$ cat src/design/trace_pkg.sv
// types and widths for the traced instruction stream and the packet it becomes
// imported by the capture, packet and fifo blocks
`default_nettype none

package trace_pkg;

    // core side widths
    localparam int xlen = 32;
    localparam int instr_w = 32;

    // packet field widths
    localparam int stamp_w = 16;
    localparam int evt_count_w = 8;
    localparam int num_events = 4;
    localparam int packet_w = instr_w + stamp_w + xlen + num_events * evt_count_w;

    typedef logic [instr_w-1:0] instr_t;
    typedef logic [xlen-1:0] pc_t;
    // wraps, only the delta matters
    typedef logic [stamp_w-1:0] stamp_t;
    typedef logic [evt_count_w-1:0] evt_count_t;
    typedef logic [num_events-1:0] evt_vec_t;
    // msb first: instr, stamp delta, pc, count 0 .. count 3
    typedef logic [packet_w-1:0] packet_t;

    // wfi encoding
    localparam instr_t wfi_instr = 32'h1050_0073;

    // packet fifo sizing, depth kept a power of two
    localparam int fifo_depth = 8;
    localparam int fifo_ptr_w = $clog2(fifo_depth);
    typedef logic [fifo_ptr_w-1:0] fifo_ptr_t;
    typedef logic [fifo_ptr_w:0] fifo_cnt_t;
    localparam fifo_cnt_t fifo_full = fifo_cnt_t'(fifo_depth);

endpackage

`default_nettype wire

$ cat src/design/monitor_ctrl_pkg.sv
// control side definitions: register map, write data and trigger window state
// used by the register block, the capture gate and the top level
`default_nettype none

package monitor_ctrl_pkg;

    localparam int ctrl_addr_w = 4;
    localparam int ctrl_data_w = 32;

    // register map, unlisted addresses are ignored on write
    typedef enum logic [ctrl_addr_w-1:0] {
        start_en    = 4'd0,
        end_en      = 4'd1,
        start_addr  = 4'd2,
        end_addr    = 4'd3,
        lower_en    = 4'd4,
        upper_en    = 4'd5,
        lower_bound = 4'd6,
        upper_bound = 4'd7
    } ctrl_addr_t;

    typedef logic [ctrl_data_w-1:0] ctrl_data_t;

    // trigger window, leaves idle on a start pc match
    typedef enum logic [1:0] {
        win_idle,
        win_started,
        win_ended
    } window_t;

endpackage

`default_nettype wire

$ cat src/design/trace_cfg_if.sv
// decoded configuration from the register block to the capture gate
// the register block drives everything through the source modport
`timescale 1ns/1ps
`default_nettype none

interface trace_cfg_if import trace_pkg::*; ();

    // trigger addresses with their enables
    logic start_en;
    pc_t  start_addr;
    logic end_en;
    pc_t  end_addr;

    // monitored address range, bounds inclusive
    logic lower_en;
    pc_t  lower_bound;
    logic upper_en;
    pc_t  upper_bound;

    // high in the cycle of an accepted write
    logic cfg_write;

    modport source (
        output start_en, start_addr, end_en, end_addr,
        output lower_en, lower_bound, upper_en, upper_bound,
        output cfg_write
    );

    modport sink (
        input start_en, start_addr, end_en, end_addr,
        input lower_en, lower_bound, upper_en, upper_bound,
        input cfg_write
    );

endinterface

`default_nettype wire

$ cat src/design/monitor_regs.sv
// configuration registers written through a strobed address/data port
// a write lands on the rising edge of ctrl_write_enable only, so a slow
// software-driven strobe held high for many cycles writes once
`timescale 1ns/1ps
`default_nettype none

module monitor_regs import monitor_ctrl_pkg::*; (
    input  wire logic       clk,
    input  wire logic       rst_n,
    input  wire ctrl_addr_t ctrl_addr,
    input  wire ctrl_data_t ctrl_wdata,
    input  wire logic       ctrl_write_enable,
    trace_cfg_if.source     cfg
);

    // strobe value seen at the previous edge
    logic we_q;
    logic write_acc;

    // rising edge of the strobe
    assign write_acc = ctrl_write_enable & ~we_q;

    // window logic must skip trigger matches in this cycle
    assign cfg.cfg_write = write_acc;

    always_ff @(posedge clk) begin
        if (!rst_n) begin
            we_q <= 1'b0;
        end else begin
            we_q <= ctrl_write_enable;
        end
    end

    // register file
    always_ff @(posedge clk) begin
        if (!rst_n) begin
            cfg.start_en    <= 1'b0;
            cfg.end_en      <= 1'b0;
            cfg.start_addr  <= '0;
            cfg.end_addr    <= '1;
            cfg.lower_en    <= 1'b0;
            cfg.upper_en    <= 1'b0;
            // open range until software narrows it
            cfg.lower_bound <= '0;
            cfg.upper_bound <= '1;
        end else if (write_acc) begin
            case (ctrl_addr)
                // enables only look at bit 0
                start_en:    cfg.start_en    <= ctrl_wdata[0];
                end_en:      cfg.end_en      <= ctrl_wdata[0];
                start_addr:  cfg.start_addr  <= ctrl_wdata;
                end_addr:    cfg.end_addr    <= ctrl_wdata;
                lower_en:    cfg.lower_en    <= ctrl_wdata[0];
                upper_en:    cfg.upper_en    <= ctrl_wdata[0];
                lower_bound: cfg.lower_bound <= ctrl_wdata;
                upper_bound: cfg.upper_bound <= ctrl_wdata;
                default: begin
                    // unmapped address, write dropped
                end
            endcase
        end
    end

endmodule

`default_nettype wire

$ cat src/design/capture_gate.sv
// decides per cycle whether the current instruction is traced
// combines trigger window, address range and the wfi stop count
`timescale 1ns/1ps
`default_nettype none

module capture_gate import trace_pkg::*, monitor_ctrl_pkg::*; (
    input  wire logic   clk,
    input  wire logic   rst_n,
    input  wire instr_t instr,
    input  wire pc_t    pc,
    input  wire logic   pc_valid,
    input  wire logic   en,
    trace_cfg_if.sink   cfg,
    output logic        capture,
    output logic        is_wfi
);

    window_t    win_q;
    logic [1:0] wfi_cnt_q;
    logic       start_hit;
    logic       end_hit;
    logic       win_ok;
    logic       range_ok;

    assign is_wfi = (instr == wfi_instr);

    // trigger matches, no pc_valid needed
    assign start_hit = cfg.start_en && (pc == cfg.start_addr);
    assign end_hit   = cfg.end_en && (pc == cfg.end_addr);

    // window state, matches ignored during a register write
    always_ff @(posedge clk) begin
        if (!rst_n) begin
            win_q <= win_idle;
        end else if (!cfg.cfg_write) begin
            // end wins when both addresses match
            if (end_hit) begin
                win_q <= win_ended;
            end else if (start_hit) begin
                win_q <= win_started;
            end
        end
    end

    // consecutive wfi cycles, saturates at 2
    always_ff @(posedge clk) begin
        if (!rst_n) begin
            wfi_cnt_q <= 2'd0;
        end else if (is_wfi && en && (wfi_cnt_q < 2'd2)) begin
            wfi_cnt_q <= wfi_cnt_q + 2'd1;
        end else if (!is_wfi) begin
            wfi_cnt_q <= 2'd0;
        end
    end

    // disabled triggers never block capture
    assign win_ok = (!cfg.start_en || (win_q == win_started))
                  && (!cfg.end_en || (win_q != win_ended));

    // bounds inclusive
    assign range_ok = (!cfg.lower_en || (pc >= cfg.lower_bound))
                    && (!cfg.upper_en || (pc <= cfg.upper_bound));

    // same-cycle decision on the state from before this edge
    assign capture = en && pc_valid && (wfi_cnt_q < 2'd2) && win_ok && range_ok;

endmodule

`default_nettype wire

$ cat src/design/packet_builder.sv
// builds the trace packet for the current cycle
// timestamp delta and event counts cover the time since the last capture
`timescale 1ns/1ps
`default_nettype none

module packet_builder import trace_pkg::*; (
    input  wire logic     clk,
    input  wire logic     rst_n,
    input  wire instr_t   instr,
    input  wire pc_t      pc,
    input  wire evt_vec_t events,
    input  wire logic     capture,
    output packet_t       packet
);

    // free running, wraps at 16 bits
    stamp_t cycle_q;
    // cycle count at the last capture
    stamp_t last_q;
    stamp_t delta;
    evt_count_t cnt_q [num_events];
    logic [num_events*evt_count_w-1:0] counts_flat;

    always_ff @(posedge clk) begin
        if (!rst_n) begin
            cycle_q <= '0;
            last_q  <= '0;
        end else begin
            cycle_q <= cycle_q + stamp_t'(1);
            if (capture) begin
                last_q <= cycle_q;
            end
        end
    end

    // modular subtract handles counter wrap
    assign delta = cycle_q - last_q;

    // per event saturating counters
    always_ff @(posedge clk) begin
        if (!rst_n) begin
            for (int i = 0; i < num_events; i++) begin
                cnt_q[i] <= '0;
            end
        end else begin
            for (int i = 0; i < num_events; i++) begin
                // capture cycle itself is not counted
                if (capture) begin
                    cnt_q[i] <= '0;
                end else if (events[i] && (cnt_q[i] != '1)) begin
                    cnt_q[i] <= cnt_q[i] + evt_count_t'(1);
                end
            end
        end
    end

    // count 0 sits in the highest count slot
    always_comb begin
        counts_flat = '0;
        for (int i = 0; i < num_events; i++) begin
            counts_flat[(num_events-1-i)*evt_count_w +: evt_count_w] = cnt_q[i];
        end
    end

    assign packet = {instr, delta, pc, counts_flat};

endmodule

`default_nettype wire

$ cat src/design/trace_stream_fifo.sv
// small packet fifo in front of the axi-stream master port
// tlast is decided on push and stored alongside each packet
`timescale 1ns/1ps
`default_nettype none

module trace_stream_fifo import trace_pkg::*; (
    input  wire logic        clk,
    input  wire logic        rst_n,
    input  wire logic        push,
    input  wire packet_t     packet,
    input  wire logic        is_wfi,
    input  wire logic [31:0] tlast_interval,
    output logic             M_AXIS_tvalid,
    input  wire logic        M_AXIS_tready,
    output packet_t          M_AXIS_tdata,
    output logic             M_AXIS_tlast
);

    // storage, no reset
    packet_t data_mem [fifo_depth];
    logic    last_mem [fifo_depth];

    fifo_ptr_t   wr_ptr_q;
    fifo_ptr_t   rd_ptr_q;
    fifo_cnt_t   count_q;
    // accepted pushes since the last tlast
    logic [31:0] push_cnt_q;

    logic push_ok;
    logic pop;
    logic interval_hit;
    logic tlast_in;

    // full fifo drops the capture, even with a pop pending
    assign push_ok = push && (count_q != fifo_full);
    assign pop     = M_AXIS_tvalid && M_AXIS_tready;

    // interval 0 disables the counted tlast
    assign interval_hit = (tlast_interval != 32'd0)
                        && ((push_cnt_q + 32'd1) == tlast_interval);
    assign tlast_in     = is_wfi || interval_hit;

    always_ff @(posedge clk) begin
        if (push_ok) begin
            data_mem[wr_ptr_q] <= packet;
            last_mem[wr_ptr_q] <= tlast_in;
        end
    end

    // pointers wrap on their own, depth is a power of two
    always_ff @(posedge clk) begin
        if (!rst_n) begin
            wr_ptr_q   <= '0;
            rd_ptr_q   <= '0;
            count_q    <= '0;
            push_cnt_q <= '0;
        end else begin
            if (push_ok) begin
                wr_ptr_q   <= wr_ptr_q + fifo_ptr_t'(1);
                push_cnt_q <= tlast_in ? 32'd0 : push_cnt_q + 32'd1;
            end
            if (pop) begin
                rd_ptr_q <= rd_ptr_q + fifo_ptr_t'(1);
            end
            case ({push_ok, pop})
                2'b10:   count_q <= count_q + fifo_cnt_t'(1);
                2'b01:   count_q <= count_q - fifo_cnt_t'(1);
                default: count_q <= count_q;
            endcase
        end
    end

    // head of the fifo on the stream port
    assign M_AXIS_tvalid = (count_q != '0);
    assign M_AXIS_tdata  = data_mem[rd_ptr_q];
    // stale flag masked while empty
    assign M_AXIS_tlast  = M_AXIS_tvalid && last_mem[rd_ptr_q];

endmodule

`default_nettype wire

$ cat src/design/trace_monitor_top.sv
// trace monitor for a risc-v core, captured instructions leave as axi-stream packets
// software sets triggers and address range through the strobed register port
`timescale 1ns/1ps
`default_nettype none

module trace_monitor_top import trace_pkg::*, monitor_ctrl_pkg::*; (
    input  wire logic        clk,
    input  wire logic        rst_n,

    // core trace inputs
    input  wire instr_t      instr,
    input  wire pc_t         pc,
    input  wire logic        pc_valid,
    input  wire logic        en,
    input  wire evt_vec_t    events,

    // register write port
    input  wire ctrl_addr_t  ctrl_addr,
    input  wire ctrl_data_t  ctrl_wdata,
    input  wire logic        ctrl_write_enable,

    // stream output
    input  wire logic [31:0] tlast_interval,
    output logic             M_AXIS_tvalid,
    input  wire logic        M_AXIS_tready,
    output packet_t          M_AXIS_tdata,
    output logic             M_AXIS_tlast
);

    trace_cfg_if cfg_bus ();

    logic    capture;
    logic    is_wfi;
    packet_t packet;

    monitor_regs u_regs (
        .clk               (clk),
        .rst_n             (rst_n),
        .ctrl_addr         (ctrl_addr),
        .ctrl_wdata        (ctrl_wdata),
        .ctrl_write_enable (ctrl_write_enable),
        .cfg               (cfg_bus.source)
    );

    capture_gate u_gate (
        .clk      (clk),
        .rst_n    (rst_n),
        .instr    (instr),
        .pc       (pc),
        .pc_valid (pc_valid),
        .en       (en),
        .cfg      (cfg_bus.sink),
        .capture  (capture),
        .is_wfi   (is_wfi)
    );

    packet_builder u_builder (
        .clk     (clk),
        .rst_n   (rst_n),
        .instr   (instr),
        .pc      (pc),
        .events  (events),
        .capture (capture),
        .packet  (packet)
    );

    // capture strobe doubles as the fifo push
    trace_stream_fifo u_fifo (
        .clk            (clk),
        .rst_n          (rst_n),
        .push           (capture),
        .packet         (packet),
        .is_wfi         (is_wfi),
        .tlast_interval (tlast_interval),
        .M_AXIS_tvalid  (M_AXIS_tvalid),
        .M_AXIS_tready  (M_AXIS_tready),
        .M_AXIS_tdata   (M_AXIS_tdata),
        .M_AXIS_tlast   (M_AXIS_tlast)
    );

endmodule

`default_nettype wire

$ cat config.mk
export PLATFORM = sky130hd
export DESIGN_NAME = trace_monitor_top
export DESIGN_NICKNAME = d
export VERILOG_FILES = /design/src/design/trace_pkg.sv /design/src/design/monitor_ctrl_pkg.sv /design/src/design/trace_cfg_if.sv /design/src/design/monitor_regs.sv /design/src/design/capture_gate.sv /design/src/design/packet_builder.sv /design/src/design/trace_stream_fifo.sv /design/src/design/trace_monitor_top.sv
export SDC_FILE = /design/constraint.sdc
export NUM_CORES = 1
export LEC_CHECK = 0
export ABC_AREA = 1
export BUFFER_PORTS_ARGS = -buffer_cell sky130_fd_sc_hd__buf_2
export CAP_MARGIN = 15
export CORE_ASPECT_RATIO = 0.6
export CORE_MARGIN = 5
export CORE_UTILIZATION = 40
export DETAILED_ROUTE_END_ITERATION = 8
export GPL_ROUTABILITY_DRIVEN = 0
export HOLD_SLACK_MARGIN = 0.1
export SETUP_SLACK_MARGIN = 0.3
export SYNTH_ARGS = -nofsm -noshare
export SYNTH_HDL_FRONTEND = slang
export SYNTH_SLANG_ARGS = --single-unit
export TNS_END_PERCENT = 100
$ cat constraint.sdc
create_clock -name clk -period 14.5 [get_ports clk]
set_input_delay 2.175 -clock clk [delete_from_list [all_inputs] [get_ports clk]]
set_output_delay 2.175 -clock clk [all_outputs]
set_load 0.01 [all_outputs]
==> out/metrics.yaml <==
clock_network:
  numCtsBuffers: 108
  cts_hold_buf: 0
  clk_latency_ns: 0.73
  cts_resized: 0
  postCtsSetupRepairBufs: 0
  clk_pin_slew_ns: 0.06
  cts_tree: "done"
  cts-root-buf: "clkbuf_16"
  cts_buffer_depth: 3
  htreeDepth: 3
  cts_sinks: 1150
yosys:
  async_flop_share_pct: 0
  synthFlopType: "edfxtp_1"
  ys_seq_area_share_pct: 66.3
  synth_edf_count: 936
  avgSynthCellArea_sq_um: 10.7
  ys_ff_latch: 1150
  synth_nets: 4807
  yosysUniqueCellTypes: 46
  ys_warn_count: 0
  netlist_instances: 4573
  synth_area_sq_um: 48900
worst_setup_path:
  crit_type: "in2reg"
  r2r-end: "u_fifo.data_mem[1][23]"
  critPathLaunchType: "input pin"
  required_ns: 14.81
  timing.rr.start: "u_regs.cfg.upper_bound[22]"
  crit_arrival_ns: 7.36
  endpoint_kind: "flip-flop"
  crit_path_max_fanout: 64
  regToRegSetupSlack_ns: 8.80
  ff2ff_path_depth: 16
worst_hold_path:
  hold_path_class: "reg2reg"
  holdCritStartpoint: "u_builder.cycle_q[0]"
  hold_end: "u_builder.cycle_q[0]"
  whs_path_depth: 1
floorplanning:
  start_util_pct: 40.2
  core-area_sq_um: 121000
  std_cell_rows: 99
  dieArea_sq_um: 129000
  fp.dieW_um: 461
  ios: 256
  die_h_um: 281
power_and_ir_drop:
  p_leak_nw: 19.9
  vdd_drop_max_mv: 0.124
  power.density_nw_per_um2: 157
cells_and_area:
  syn_to_final_growth_pct: 13.5
  multi_input_area_sq_um: 14500
  fin_area_sq_um: 55400
  drive_gt1_share_pct: 10.5
  regArea_sq_um: 32400
  mostFrequentLayoutCell: "nor2_1"
  nFillCells: 11200
  final_cell_mix: "965 x nor2_1, 936 x edfxtp_1, 590 x o21ai_0, 448 x nand2_1, 279 x inv_1"
  nNetsFinal: 4974
  final_util_pct: 45.7
global_routing:
  antenna_found_initial: 17
  grt_max_degree: 179
  grt_pass1_vias: 31900
  grt.overflow.total: 0
  grt_pass1_wl_um: 204000
  gr-usage-all-layers_pct: 20.5
detailed_routing:
  wirelength_um: 136000
  dr.pass1.iters: 8
  drtIter0Drc: 3400
  vias: 34200
  ant_nets: 0
  drc: 0
  avgViaCountPerCell: 5.30
  wl_per_cell_um: 21.1
outcome:
  status: "completed"
sta:
  hold_viol_final: 0
  rsz0062_at_grt: "false"
  setup_viol: 0
  skew_ns: 0.0398
  clock.fmax_mhz: 142
  fin_crit_ns: 7.05
  layout_worst_path_cycle_share_pct: 48.6
  slew_violations: 0
  relSlewSlack_pct: 23.2
  fin_setup_tns_ns: 0
  worstMarginPinSlew_ns: 1.15
  whs_ns: 0.443
placed_design:
  portBuffers: 255
  dp_hpwl_um: 80400
  placed_area_sq_um: 51700
job:
  max_cap_viol_count: 0
-- flip-flops by register name, summed over array words and instances (netlist names), 16 cells and up, named ones only --
register / cells
u_builder.last_q: 16
u_regs.cfg.upper_bound: 32
u_fifo.data_mem: 896
u_regs.cfg.lower_bound: 32
u_regs.cfg.end_addr: 32
u_builder.cnt_q: 32
u_regs.cfg.start_addr: 32
u_builder.cycle_q: 16
u_fifo.push_cnt_q: 32
-- synthesized netlist by cell type (11+ instances only) --
library cell / number / area (sq um)
nand2_1: 448 / 1680
nand3_2: 12 / 120
edfxtp_1: 936 / 28100
nor4_1: 17 / 106
ha_1: 90 / 1130
a21oi_1: 174 / 871
buf_1: 11 / 41.3
nand3_1: 134 / 671
a31oi_1: 114 / 713
o22ai_1: 144 / 901
nand4_1: 19 / 119
inv_1: 280 / 1050
dfxtp_1: 214 / 4280
nor2_1: 969 / 3640
xor2_1: 44 / 385
o211ai_1: 33 / 248
nor3_1: 27 / 135
nand3b_1: 11 / 82.6
o21ai_0: 590 / 2950
clkbuf_1: 218 / 818
xnor2_1: 29 / 254
-- worst max-delay path, stage by stage --
cell     delay [ns]
buf_2          0.21
ha_1           0.34
nand2_1        0.07
nor2_1         0.16
nand4_1        0.12
nor2_1         0.24
nand4_1        0.17
nand2_1        0.13
inv_1          0.06
nand2_1        0.08
nand4_2        0.29
inv_2          0.84
nand2_1        0.39
nor3_2         0.22
buf_4          0.78
buf_4          1.02
-- cell type report --
type                    count  share of cell area [%]
diodes                      7                  0.0316
clock buffers             137                    5.23
clock inverters            66                    1.48
inverters                 285                    1.97
multi-input cells        2904                    26.2
flip-flops and latches   1150                    58.4
well taps                1616                    3.65
repair buffers            291                    2.95
-- routing by layer --
| layer | up-vias | global-route usage [%] | routed length, um |
|---|---|---|---|
| met4 | 10 | 4.45 | 2700 |
| met3 | 158 | 4.88 | 11300 |
| li1 | 16400 | - | - |
| met1 | 16500 | 32.0 | 65900 |
| met2 | 1188 | 29.0 | 56300 |
| met5 | - | 0 | 61 |
-- cells by family (layout without fill, tap and decap cells) --
family                   count (synthesis)  after routing  share of synthesized area, %
AO/OA/AOI/OAI                         1074           1074                          12.0
XOR/XNOR                                77             77                          1.49
adder cells (fa/ha/maj)                 92             92                          2.39
buffers and inverters                  519            779                          4.04
flip-flops                            1150           1150                          66.3
other                                    0              7                             0
AND/OR/NAND/NOR                       1661           1661                          13.8
-- through the flow --
step / std cells / setup WS, ns / power (mW)
6_report: 6456 / 7.45 / 8.71
5_1_grt: 6456 / 7.09 / 9.12
4_1_cts: 6449 / 7.34 / 8.80
3_5_place_dp: 6246 / 6.65 / 5.80
3_3_place_gp: 6246 / 6.80 / 5.79
2_1_floorplan: 4573 / 2.51 / 4.98
-- power by group --
part,switching (mW),internal [mW]
logic,1.35,0.575
clock network,1.29,1.71
registers,0.105,3.68
-- worst max-delay path by stage --
stage	startpoint	to	depth (start not counted)
2_1_floorplan	pc[31]	u_fifo.data_mem[0][0]	12
3_3_place_gp	pc[31]	u_fifo.data_mem[1][43]	16
3_5_place_dp	pc[31]	u_fifo.data_mem[1][40]	16
4_1_cts	flip-flop	M_AXIS_tdata[68]	8
5_1_grt	flip-flop	M_AXIS_tdata[68]	8
6_report	pc[23]	u_fifo.data_mem[1][23]	16
No activity file was read; power rests on OpenSTA's default activity.
